### config.mk
export PLATFORM = sky130hd
export DESIGN_NAME = uart_dbg_bridge
export DESIGN_NICKNAME = d
export VERILOG_FILES = /design/src/source/uart_dbg_pkg.sv /design/src/source/uart_rx.sv /design/src/source/uart_tx.sv /design/src/source/dbg_cmd_engine.sv /design/src/source/dbg_mem.sv /design/src/source/uart_dbg_bridge.sv
export VERILOG_INCLUDE_DIRS = /design/src /design/src/source
export SDC_FILE = /design/constraint.sdc
export NUM_CORES = 2
export LEC_CHECK = 0
export BUFFER_PORTS_ARGS = -buffer_cell sky130_fd_sc_hd__buf_2
export CORE_MARGIN = 2
export CORE_UTILIZATION = 30
export CTS_CLUSTER_DIAMETER = 80
export DETAILED_ROUTE_END_ITERATION = 10
export HOLD_SLACK_MARGIN = 0.15
export MAX_ROUTING_LAYER = met4
export SYNTH_ARGS = -nofsm -noshare
export SYNTH_HDL_FRONTEND = slang
export SYNTH_HIERARCHICAL = 1
export SYNTH_SLANG_ARGS = --single-unit
### constraint.sdc
create_clock -name clk -period 5.6 [get_ports clk]
set_input_delay 1.12 -clock clk [delete_from_list [all_inputs] [get_ports clk]]
set_output_delay 1.12 -clock clk [all_outputs]
set_load 0.03 [all_outputs]
### src/source/uart_dbg_consts.svh
// Build-time constants for the UART debug bridge
// UART_CLKS_PER_BIT must be at least 4; DBG_MEM_BYTES must be a power of two
// Parity, when enabled, is even and follows the eight data bits

`ifndef UART_DBG_CONSTS_SVH
`define UART_DBG_CONSTS_SVH

////////////////////////////////////////////////////////////////////////////
// Serial line
////////////////////////////////////////////////////////////////////////////

// Clock cycles per serial bit
`define UART_CLKS_PER_BIT 16

// 1 adds an even-parity bit after the data bits
`define UART_PARITY_ENA 1

////////////////////////////////////////////////////////////////////////////
// Debug memory
////////////////////////////////////////////////////////////////////////////

// Addresses wrap modulo this size
`define DBG_MEM_BYTES 256

////////////////////////////////////////////////////////////////////////////
// Protocol byte codes
////////////////////////////////////////////////////////////////////////////

`define DBG_CMD_READ  8'h11
`define DBG_CMD_WRITE 8'h12
`define DBG_CMD_EXEC  8'h13
`define DBG_ACK       8'h06
`define DBG_EOT       8'h04
`define DBG_EOC       8'h14

`endif

### src/source/uart_dbg_pkg.sv
// Types shared by the debug bridge RTL and its testbench
// Memory address width follows DBG_MEM_BYTES from the constants header

`include "uart_dbg_consts.svh"

package uart_dbg_pkg;

  // Width of a wrapped memory address
  localparam int unsigned MEM_AW = $clog2(`DBG_MEM_BYTES);

  typedef logic [7:0] dbg_byte_t;

  // One received UART frame
  typedef struct packed {
    dbg_byte_t data;
    logic      parity_err;
  } rx_frame_t;

  // Entry point handed out on EXEC
  typedef struct packed {
    logic [63:0] addr;
  } exec_req_t;

  // Exit code returned by the host side
  typedef struct packed {
    logic [31:0] code;
  } eoc_req_t;

  // Byte access to the debug memory
  typedef struct packed {
    logic              we;
    logic [MEM_AW-1:0] addr;
    dbg_byte_t         wdata;
  } mem_req_t;

endpackage

### src/source/uart_rx.sv
// Oversampled UART receiver, 8 data bits LSB first, one stop bit
// A stop bit sampled low is not flagged; the frame is still delivered

`include "uart_dbg_consts.svh"

module uart_rx import uart_dbg_pkg::*; (
  input  logic      clk,
  input  logic      reset_i,
  input  logic      uart_rx_i,
  output logic      rx_valid_o,
  output rx_frame_t rx_frame_o
);

  localparam int unsigned CLKS   = `UART_CLKS_PER_BIT;
  localparam int unsigned CNT_W  = $clog2(CLKS);
  localparam bit          PAR_EN = (`UART_PARITY_ENA != 0);

  typedef enum logic [2:0] {RX_IDLE, RX_START, RX_DATA, RX_PARITY, RX_STOP} rx_state_e;

  rx_state_e  state_q;
  logic [1:0] sync_q;
  logic       line;
  logic [CNT_W-1:0] cnt_q;
  logic [2:0] bit_idx_q;
  dbg_byte_t  shift_q;
  logic       par_q;
  logic       tick;

  // Two-flop synchronizer, idle high out of reset
  always_ff @(posedge clk) begin
    if (reset_i) begin
      sync_q <= 2'b11;
    end else begin
      sync_q <= {sync_q[0], uart_rx_i};
    end
  end

  assign line = sync_q[1];
  assign tick = (cnt_q == '0);

  // Bit-time state machine
  always_ff @(posedge clk) begin
    if (reset_i) begin
      state_q    <= RX_IDLE;
      cnt_q      <= '0;
      bit_idx_q  <= '0;
      rx_valid_o <= 1'b0;
    end else begin
      rx_valid_o <= 1'b0;
      if (state_q != RX_IDLE && !tick) begin
        cnt_q <= cnt_q - 1'b1;
      end
      case (state_q)
        RX_IDLE: begin
          // Half a bit to land in the middle of the start bit
          if (!line) begin
            state_q <= RX_START;
            cnt_q   <= CNT_W'(CLKS / 2 - 1);
          end
        end
        RX_START: begin
          if (tick) begin
            // Glitch on the line, not a real start bit
            state_q   <= line ? RX_IDLE : RX_DATA;
            cnt_q     <= CNT_W'(CLKS - 1);
            bit_idx_q <= '0;
          end
        end
        RX_DATA: begin
          if (tick) begin
            bit_idx_q <= bit_idx_q + 3'd1;
            cnt_q     <= CNT_W'(CLKS - 1);
            if (bit_idx_q == 3'd7) begin
              state_q <= PAR_EN ? RX_PARITY : RX_STOP;
            end
          end
        end
        RX_PARITY: begin
          if (tick) begin
            state_q <= RX_STOP;
            cnt_q   <= CNT_W'(CLKS - 1);
          end
        end
        default: begin
          // Middle of the stop bit, hand the frame over
          if (tick) begin
            state_q    <= RX_IDLE;
            rx_valid_o <= 1'b1;
          end
        end
      endcase
    end
  end

  // Shift register and received parity bit
  always_ff @(posedge clk) begin
    if (state_q == RX_DATA && tick) begin
      shift_q <= {line, shift_q[7:1]};
    end
    if (state_q == RX_PARITY && tick) begin
      par_q <= line;
    end
    if (state_q == RX_STOP && tick) begin
      rx_frame_o.data       <= shift_q;
      rx_frame_o.parity_err <= PAR_EN && ((^shift_q) ^ par_q);
    end
  end

endmodule

### src/source/uart_tx.sv
// UART transmitter, one frame per strobe on tx_valid_i
// Strobes while tx_busy_o is high are ignored

`include "uart_dbg_consts.svh"

module uart_tx import uart_dbg_pkg::*; (
  input  logic      clk,
  input  logic      reset_i,
  input  logic      tx_valid_i,
  input  dbg_byte_t tx_data_i,
  output logic      tx_busy_o,
  output logic      uart_tx_o
);

  localparam int unsigned CLKS   = `UART_CLKS_PER_BIT;
  localparam int unsigned CNT_W  = $clog2(CLKS);
  localparam bit          PAR_EN = (`UART_PARITY_ENA != 0);

  typedef enum logic [2:0] {TX_IDLE, TX_START, TX_DATA, TX_PARITY, TX_STOP} tx_state_e;

  tx_state_e  state_q;
  logic [CNT_W-1:0] cnt_q;
  logic [2:0] bit_idx_q;
  dbg_byte_t  shift_q;
  logic       par_q;
  logic       tick;

  assign tick      = (cnt_q == '0);
  assign tx_busy_o = (state_q != TX_IDLE);

  always_ff @(posedge clk) begin
    if (reset_i) begin
      state_q   <= TX_IDLE;
      cnt_q     <= '0;
      bit_idx_q <= '0;
      uart_tx_o <= 1'b1;
    end else begin
      if (state_q != TX_IDLE) begin
        cnt_q <= tick ? CNT_W'(CLKS - 1) : cnt_q - 1'b1;
      end
      case (state_q)
        TX_IDLE: begin
          // Start bit goes out on the next cycle
          if (tx_valid_i) begin
            state_q   <= TX_START;
            cnt_q     <= CNT_W'(CLKS - 1);
            uart_tx_o <= 1'b0;
          end
        end
        TX_START: begin
          if (tick) begin
            state_q   <= TX_DATA;
            bit_idx_q <= '0;
            uart_tx_o <= shift_q[0];
          end
        end
        TX_DATA: begin
          if (tick) begin
            bit_idx_q <= bit_idx_q + 3'd1;
            if (bit_idx_q == 3'd7) begin
              state_q   <= PAR_EN ? TX_PARITY : TX_STOP;
              uart_tx_o <= PAR_EN ? par_q : 1'b1;
            end else begin
              uart_tx_o <= shift_q[1];
            end
          end
        end
        TX_PARITY: begin
          if (tick) begin
            state_q   <= TX_STOP;
            uart_tx_o <= 1'b1;
          end
        end
        default: begin
          if (tick) begin
            state_q <= TX_IDLE;
          end
        end
      endcase
    end
  end

  // Byte and even parity, captured at the strobe
  always_ff @(posedge clk) begin
    if (state_q == TX_IDLE && tx_valid_i) begin
      shift_q <= tx_data_i;
      par_q   <= ^tx_data_i;
    end else if (state_q == TX_DATA && tick) begin
      shift_q <= shift_q >> 1;
    end
  end

endmodule

### src/source/dbg_cmd_engine.sv
// Debug command parser and response sequencer
// Only the low 16 length bits are honoured; addresses wrap to the memory size
// Bytes that arrive while a response is being sent are dropped

`include "uart_dbg_consts.svh"

module dbg_cmd_engine import uart_dbg_pkg::*; (
  input  logic      clk,
  input  logic      reset_i,
  input  logic      rx_valid_i,
  input  rx_frame_t rx_frame_i,
  output logic      tx_valid_o,
  output dbg_byte_t tx_data_o,
  input  logic      tx_busy_i,
  output logic      mem_valid_o,
  output mem_req_t  mem_req_o,
  input  dbg_byte_t mem_rdata_i,
  output logic      exec_valid_o,
  output exec_req_t exec_o,
  input  logic      eoc_valid_i,
  input  eoc_req_t  eoc_i
);

  typedef enum logic [3:0] {
    S_IDLE, S_ADDR, S_LEN, S_ACK, S_ECHO, S_WDATA, S_RREQ, S_RSEND, S_EOT, S_EOC
  } state_e;

  state_e            state_q;
  logic [2:0]        cnt_q;
  dbg_byte_t         cmd_q;
  logic [63:0]       addr_q;
  logic [15:0]       len_q;
  logic [MEM_AW-1:0] mem_addr_q;
  logic              exec_valid_q;
  logic              eoc_pending_q;
  eoc_req_t          eoc_code_q;
  logic [31:0]       eoc_shift_q;
  logic              rx_ok;
  logic              tx_req;
  logic              eoc_start;

  // Frames with a parity error never reach the parser
  assign rx_ok     = rx_valid_i && !rx_frame_i.parity_err;
  assign eoc_start = (state_q == S_IDLE) && !rx_ok && eoc_pending_q;

  ////////////////////////////////////////////////////////////////////////////
  // Transmit and memory requests
  ////////////////////////////////////////////////////////////////////////////

  assign tx_req = (state_q == S_ACK) || (state_q == S_ECHO) || (state_q == S_RSEND) ||
                  (state_q == S_EOT) || (state_q == S_EOC);
  assign tx_valid_o = tx_req && !tx_busy_i;

  always_comb begin
    case (state_q)
      S_EOT:   tx_data_o = `DBG_EOT;
      S_RSEND: tx_data_o = mem_rdata_i;
      S_EOC:   tx_data_o = (cnt_q == 3'd0) ? `DBG_EOC : eoc_shift_q[7:0];
      default: tx_data_o = `DBG_ACK;
    endcase
  end

  assign mem_valid_o     = (state_q == S_WDATA && rx_ok) || (state_q == S_RREQ);
  assign mem_req_o.we    = (state_q == S_WDATA);
  assign mem_req_o.addr  = mem_addr_q;
  assign mem_req_o.wdata = rx_frame_i.data;

  assign exec_valid_o = exec_valid_q;
  assign exec_o.addr  = addr_q;

  ////////////////////////////////////////////////////////////////////////////
  // Control state
  ////////////////////////////////////////////////////////////////////////////

  always_ff @(posedge clk) begin
    if (reset_i) begin
      state_q       <= S_IDLE;
      cnt_q         <= '0;
      exec_valid_q  <= 1'b0;
      eoc_pending_q <= 1'b0;
    end else begin
      exec_valid_q <= 1'b0;
      // A newer exit code replaces a pending one
      if (eoc_valid_i) begin
        eoc_pending_q <= 1'b1;
      end else if (eoc_start) begin
        eoc_pending_q <= 1'b0;
      end
      case (state_q)
        S_IDLE: begin
          cnt_q <= '0;
          if (rx_ok) begin
            case (rx_frame_i.data)
              `DBG_ACK: state_q <= S_ECHO;
              `DBG_CMD_READ, `DBG_CMD_WRITE, `DBG_CMD_EXEC: state_q <= S_ADDR;
              default: state_q <= S_IDLE;
            endcase
          end else if (eoc_start) begin
            state_q <= S_EOC;
          end
        end
        S_ADDR: begin
          if (rx_ok) begin
            cnt_q <= cnt_q + 3'd1;
            if (cnt_q == 3'd7) begin
              state_q <= (cmd_q == `DBG_CMD_EXEC) ? S_ACK : S_LEN;
            end
          end
        end
        S_LEN: begin
          if (rx_ok) begin
            cnt_q <= cnt_q + 3'd1;
            if (cnt_q == 3'd7) begin
              state_q <= S_ACK;
            end
          end
        end
        S_ACK: begin
          if (tx_valid_o) begin
            if (cmd_q == `DBG_CMD_EXEC) begin
              exec_valid_q <= 1'b1;
              state_q      <= S_IDLE;
            end else if (len_q == '0) begin
              state_q <= S_EOT;
            end else begin
              state_q <= (cmd_q == `DBG_CMD_WRITE) ? S_WDATA : S_RREQ;
            end
          end
        end
        S_WDATA: begin
          if (rx_ok && len_q == 16'd1) begin
            state_q <= S_EOT;
          end
        end
        S_RREQ: state_q <= S_RSEND;
        S_RSEND: begin
          if (tx_valid_o) begin
            state_q <= (len_q == 16'd1) ? S_EOT : S_RREQ;
          end
        end
        S_EOC: begin
          // Code byte, then four exit-code bytes
          if (tx_valid_o) begin
            cnt_q <= cnt_q + 3'd1;
            if (cnt_q == 3'd4) begin
              state_q <= S_IDLE;
            end
          end
        end
        default: begin
          if (tx_valid_o) begin
            state_q <= S_IDLE;
          end
        end
      endcase
    end
  end

  ////////////////////////////////////////////////////////////////////////////
  // Command fields and counters
  ////////////////////////////////////////////////////////////////////////////

  always_ff @(posedge clk) begin
    if (state_q == S_IDLE && rx_ok) begin
      cmd_q <= rx_frame_i.data;
    end
    // Address arrives low byte first
    if (state_q == S_ADDR && rx_ok) begin
      addr_q <= {rx_frame_i.data, addr_q[63:8]};
    end
    if (state_q == S_LEN && rx_ok && cnt_q == 3'd0) begin
      len_q[7:0] <= rx_frame_i.data;
    end else if (state_q == S_LEN && rx_ok && cnt_q == 3'd1) begin
      len_q[15:8] <= rx_frame_i.data;
    end else if ((state_q == S_WDATA && rx_ok) || (state_q == S_RSEND && tx_valid_o)) begin
      len_q <= len_q - 16'd1;
    end
    if (state_q == S_ACK) begin
      mem_addr_q <= addr_q[MEM_AW-1:0];
    end else if (mem_valid_o) begin
      mem_addr_q <= mem_addr_q + 1'b1;
    end
    if (eoc_valid_i) begin
      eoc_code_q <= eoc_i;
    end
    if (eoc_start) begin
      eoc_shift_q <= eoc_code_q.code;
    end else if (state_q == S_EOC && tx_valid_o && cnt_q != 3'd0) begin
      eoc_shift_q <= eoc_shift_q >> 8;
    end
  end

endmodule

### src/source/dbg_mem.sv
// Byte-wide debug memory, synchronous write and registered read
// Contents are undefined until written; rdata_o only changes on a read

`include "uart_dbg_consts.svh"

module dbg_mem import uart_dbg_pkg::*; (
  input  logic      clk,
  input  logic      mem_valid_i,
  input  mem_req_t  mem_req_i,
  output dbg_byte_t rdata_o
);

  dbg_byte_t mem_q [`DBG_MEM_BYTES];

  // One port, write or read per request
  always_ff @(posedge clk) begin
    if (mem_valid_i) begin
      if (mem_req_i.we) begin
        mem_q[mem_req_i.addr] <= mem_req_i.wdata;
      end else begin
        rdata_o <= mem_q[mem_req_i.addr];
      end
    end
  end

endmodule

### src/source/uart_dbg_bridge.sv
// UART debug bridge: serial line in and out, on-chip byte memory
// parity_error_o pulses once per frame received with bad parity

module uart_dbg_bridge import uart_dbg_pkg::*; (
  input  logic      clk,
  input  logic      reset_i,
  input  logic      uart_rx_i,
  output logic      uart_tx_o,
  output logic      parity_error_o,
  output logic      exec_valid_o,
  output exec_req_t exec_o,
  input  logic      eoc_valid_i,
  input  eoc_req_t  eoc_i
);

  logic      rx_valid;
  rx_frame_t rx_frame;
  logic      tx_valid;
  dbg_byte_t tx_data;
  logic      tx_busy;
  logic      mem_valid;
  mem_req_t  mem_req;
  dbg_byte_t mem_rdata;

  uart_rx rx_i (
    .clk        ( clk       ),
    .reset_i    ( reset_i   ),
    .uart_rx_i  ( uart_rx_i ),
    .rx_valid_o ( rx_valid  ),
    .rx_frame_o ( rx_frame  )
  );

  assign parity_error_o = rx_valid && rx_frame.parity_err;

  dbg_cmd_engine engine_i (
    .clk          ( clk          ),
    .reset_i      ( reset_i      ),
    .rx_valid_i   ( rx_valid     ),
    .rx_frame_i   ( rx_frame     ),
    .tx_valid_o   ( tx_valid     ),
    .tx_data_o    ( tx_data      ),
    .tx_busy_i    ( tx_busy      ),
    .mem_valid_o  ( mem_valid    ),
    .mem_req_o    ( mem_req      ),
    .mem_rdata_i  ( mem_rdata    ),
    .exec_valid_o ( exec_valid_o ),
    .exec_o       ( exec_o       ),
    .eoc_valid_i  ( eoc_valid_i  ),
    .eoc_i        ( eoc_i        )
  );

  dbg_mem mem_i (
    .clk         ( clk       ),
    .mem_valid_i ( mem_valid ),
    .mem_req_i   ( mem_req   ),
    .rdata_o     ( mem_rdata )
  );

  uart_tx tx_i (
    .clk        ( clk       ),
    .reset_i    ( reset_i   ),
    .tx_valid_i ( tx_valid  ),
    .tx_data_i  ( tx_data   ),
    .tx_busy_o  ( tx_busy   ),
    .uart_tx_o  ( uart_tx_o )
  );

endmodule

; ---- Yosys cells after proc, flatten, opt, wreduce, memory -nomap -nowiden
; Memory sizes are Yosys's and may differ from the RTL's. A register that Yosys moved wholly into a read port is not among the register bits.
; Cells that the tools add are included.
[word_totals]
ff_bits = 220
mem_bits_rw = 2048
inputBits = 36
output_inout_bits = 67
word_cells = 234
memories = 1
[mem_list]
columns = memory, depth, word_bits, read_ports, rd_clocked_by_memory_dff, wr, line_no
row1 = mem_i.mem_q, 256, 8, 1, 1, 1, dbg_mem.sv:13  ; dbg_byte_t mem_q [`DBG_MEM_BYTES];
[classes]
n_addsub = 7
n_eq_ne = 50
muxes = 74
bitwise_logic = 5
n_reduce_logical = 71
[op_table]
columns = op, n
row1 = two-way mux 4 bit, 22
row2 = two-way mux 32 bit, 2
row3 = two-way mux 8 bit, 8
row4 = two-way mux 3 bit, 16
row5 = "equality test 8 x 5 -> 1 bit, second input constant", 5
row6 = "inequality test 2 x 1 -> 1 bit, second input constant", 18
row7 = one-hot mux 4 bit (8 select lines), 1
row8 = one-hot mux 3 bit (4 select lines), 2
row9 = one-hot mux 8 bit (3 select lines), 1
row10 = logical AND 1 bit, 21
row11 = nonzero test 2 bit, 10
row12 = one-hot mux 3 bit (2 select lines), 3
row13 = "equality test 16 x 1 -> 1 bit, second input constant", 1
row14 = "equality test 4 x 3 -> 1 bit, second input constant", 4
row15 = zero test 16 bit, 1
row16 = two-way mux 16 bit, 1
row17 = parity 8 bit, 2
row18 = "subtractor 16 x 1 -> 16 bit, second input constant", 1
row19 = "equality test 3 bit, second input constant", 5
row20 = two-way mux 1 bit, 13
row21 = "equality test 3 x 2 -> 1 bit, second input constant", 4
row22 = zero test 4 bit, 3
row23 = AND reduction 6 bit, 2
row24 = nonzero test 3 bit, 4
row25 = 28 further kinds, 57

; ---- Logic depth before layout (Yosys ltp)
[logic_depth]
word_depth = 11
ltp_mapped = 10
mapped_depth_nobuf = 10

; ---- Hierarchy
; Netlist, hierarchy kept.
[modules_own_cells]
columns = mod, instances, cells_each, area_each_um2, seq_area_each_um2
row1 = dbg_mem, 1, 3526, 78376.4, 61739.2
row2 = dbg_cmd_engine, 1, 447, 6941.7, 4984.8
row3 = uart_rx, 1, 112, 1311.3, 800.8
row4 = uart_tx, 1, 95, 1048.5, 490.5
row5 = uart_dbg_bridge, 1, 1, 6.3, 0.0

; ---- Worst setup path after synthesis
; No wires, ideal clock.
[synth_path]
kind = reg-to-reg
start = register tx_i.state_q[0]
end = register engine_i.eoc_shift_q[0] (enable)
setup_ps = 470
arrival_time_ps = 3460
t_required_ps = 5130
setup_slack_ps = 1671
stages_incl_launch_ff = 5
path_buffers = 1
period_less_slack_ps = 3929
cell_sequence = dfxtp_1 clkbuf_1 nor3_1 inv_1 o31ai_1
[synth_via]
elab_chain_len = 6
[synth_rtl]
columns = element, line_no
row1 = from (decl), uart_tx.sv:21  ; tx_state_e state_q;
row2 = from (signal assigned), uart_tx.sv:61  ; state_q <= PAR_EN ? TX_PARITY : TX_STOP;
row3 = nonzero test 3 bit, uart_tx.sv:29  ; assign tx_busy_o = (state_q != TX_IDLE);
row4 = via tx_busy, uart_dbg_bridge.sv:20  ; logic tx_busy;
row5 = zero test 1 bit, dbg_cmd_engine.sv:52  ; assign tx_valid_o = tx_req && !tx_busy_i;
row6 = logical AND 1 bit, dbg_cmd_engine.sv:52
row7 = logical AND 1 bit (2 in a row), dbg_cmd_engine.sv:188  ; end else if (state_q == S_EOC && tx_valid_o && cnt_q != 3'd0) begin
row8 = nonzero test 2 bit (no source line), --
row9 = to (signal assigned), dbg_cmd_engine.sv:187  ; eoc_shift_q <= eoc_code_q.code;
row10 = to (signal assigned), dbg_cmd_engine.sv:189  ; eoc_shift_q <= eoc_shift_q >> 8;
row11 = to (decl), dbg_cmd_engine.sv:37  ; logic [31:0] eoc_shift_q;
; The timed path passes the listed nets, and every way through them passes these cells.
; A chain may end at the register's enable or synchronous reset.

==> results.md <==
- Simple-gate share of the synthesized area: 2.65%
- Seq/Total Area, Yosys: 77.6%
- Power Density: 347 mW/mm2
- Clock latency on the worst-skew pair: 0.87 ns
- Worst-path clk slew: 0.07 ns
- RSZ-0062 raised after global routing: no
- Peak supply drop: 0.000341 V
- Final antenna-violating net count: 0
- Core Area: 0.291 mm2
- Mapped Cells: 4181
- Seq pwr share: 53.7%
- FF+latch area: 0.0680 mm2
- CTS hold repair buffers: 0
- Worst hold path class: register to register
- Nets: 4427
- H-tree Lvls: 4
- Worst-Margin Slew: 1.47 ns
- Final setup viols: 0
- Critical Path Sink Type: register
- Worst Path Arrival: 5.75 ns
- Post-Synth XOR/XNOR Area: 0.370%
- CTS Sinks: 2276
- Area of the multi-input gates: 0.0185 mm2
- Top cells by area, synth: edfxtp_1 77%, mux4_2 13%, a22oi_1 2.2%
- Sw power: 7.31 mW
- Skew final: 0.0478 ns
- First-pass GRT wire length: 320000 um
- Post-synthesis adder-cell area fraction: 0.211%
- Final instance area: 0.100 mm2
- Initial Util: 30.1%
- Compound-Gate Fraction of Synth Area: 4.06%
- CTS Buffer Depth: 3
- Die X-Extent: 545 um
- Top post-synthesis cells by count: 2243 x edfxtp_1, 512 x mux4_2, 305 x nor2_1
- Fillers: 26.9k
- Initial drt markers: 5547
- Row count: 198
- Fin. Hold Viols: 0
- Predominant post-synthesis flop cell: edfxtp_1
- Overflow after GRT: 0
- Initial antenna violation count: 6
- Synth top area share: 76.8%
- Fin Setup TNS: 0 ns
- Synth unique cells: 73
- Count leader, synth: edfxtp_1
- # IOs: 103
- TritonCTS clock tree: yes
- Total track usage: 15.2%
- Die ar.: 0.297 mm2
- Async S/R FF share, synth: 0%
- Internal Power: 27.6 mW
- Warnings, synthesis: 6
- Kind of critical path: register to register
- Rel. slew slack: 1.72%
- Routability Congestion: 0.834
- Drt first pass iters: 6
- Max_cap viols: 0
- Vias in the first global route: 43.5k
- CTS root buffer: clkbuf_16
- CP Launch Type: register
- Hold_ws: 0.410 ns
- Largest family of logic cells by synthesized area: multiplexers
- Pleak: 30.4 nW
- Post-synthesis register bit count: 2276
- DP Worst Slack: 0.593 ns
- Area delta synth->final: 14.6%
- Max FO, Critical Path: 29
- Mux contribution to synthesized area: 13.7%
- Post-synth top area cell: edfxtp_1
- Fmax: 193 MHz
- Final Max Slew Viols: 0
- Logic pwr share: 3.8%
- Number of synthesized flops with an enable pin: 2243
- Syn nets: 4231
- Post-CTS setup buffers: 0
- Final WS setup: 0.415 ns
- Share of layout cells above drive strength 1: 25.1%
- Post_cts resized: 0
- DR vias: 43.5k
- Tmin final: 5.19 ns
- Fin crit share: 92.6%
- Port Buf Inserts: 102
- Area after DPL: 0.0932 mm2
- Post-Syn Area: 0.0877 mm2
- Crit path required time: 6.16 ns
- Mean post-synth cell area: 21.0 um2
- DIE HEIGHT: 545 um
- Cts bufs inserted: 220
- Status: finished, final reports clean
- Total wire length: 222000 um
- Clk pwr share: 42.5%
- HPWL Detailed: 132000 um
- Layout Utilization: 34.5%
- Avg WL per Cell: 26.2 um
- DR vias/cell: 5.15
- Largest net degree at the start of global routing: 171
- Remaining DRCs: 0
- Net Sw Frac: 21.0%
-- final timing paths --
kind / startpoint / to / slack (ns) / depth (start not counted)
hold / removal: rx_i/sync_q[0] / rx_i/sync_q[1] / 0.41 / 1
setup / recovery: engine_i/mem_addr_q[0] / mem_i/rdata_o[4] / 0.41 / 7
setup reg to reg: engine_i/mem_addr_q[0] / mem_i/rdata_o[4] / 0.41 / 7
hold reg to reg: rx_i/sync_q[0] / rx_i/sync_q[1] / 0.41 / 1
-- registers in the layout, summed over array words and instances, names as in the netlist, 9 cells and up --
signal and count:
engine_i/eoc_code_q 32, engine_i/eoc_shift_q 32, engine_i/exec_o 64, engine_i/len_q 16
mem_i/mem_q 2048, rx_i/rx_frame_o 9
-- per-layer routing --
metal	GRT usage (%)	vias up	share of wire [%]
li1	-	17870	-
met1	20.7	23344	42
met2	23.0	2032	47
met3	3.13	298	8.4
met4	4.11	0	2.5
met5	-	-	0
-- critical path, stage by stage (launching register included) --
cell,delay [ns]
edfxtp_1,1.21
buf_4,0.67
buf_4,0.40
mux4_2,0.53
a22oi_1,0.43
a21oi_1,0.23
o41ai_1,1.12
nand4_1,0.21
-- final cells by class --
type | count | share of cell area (%)
Multi-Input combinational cell | 1632 | 18.5
Clock buffer | 270 | 5.70
Antenna cell | 3 | 0.00747
Clock inverter | 135 | 1.50
Sequential cell | 2276 | 67.7
Tap cell | 3900 | 4.86
Inverter | 16 | 0.0598
Timing Repair Buffer | 231 | 1.72
-- placed cells by master (no fill, tap or decap), drive strengths merged, types with 22 or more instances in the layout --
cell	n
a22oi	257
nand2	63
mux4	512
bufinv	23
o41ai	33
dfxtp	33
xnor2	22
clkinv	97
nor2	306
clkbuf	270
buf	231
edfxtp	2243
a21oi	159
mux2	33
nor3	23
inv	23
-- through the flow --
step | total power, mW | std cells
finish | 34.9 | 8463
global route | 35.8 | 8462
CTS | 35.1 | 8460
detailed placement | 20.4 | 8055
global placement | 20.4 | 8054
floorplan | 20.1 | 4181
-- power groups by stage --
stage          sequential (mW)  clock [mW]  combinational (mW)
3_5_place_dp              19.1           0                1.32
6_report                  18.7        14.8                1.33
3_3_place_gp              19.1           0                1.31
4_1_cts                   18.7        15.1                1.33
2_1_floorplan             19.0           0                1.02
5_1_grt                   18.7        15.7                1.43
-- kinds of logic after synthesis --
| kind of cell | after synthesis |
|---|---|
| flip-flops | 2276 |
| multiplexers | 551 |
| AO/OA/AOI/OAI | 520 |
| AND/OR/NAND/NOR | 509 |
| buffers and inverters | 273 |
| XOR/XNOR | 37 |
| adder cells (fa/ha/maj) | 15 |
Power figures use the tool's default switching activity.
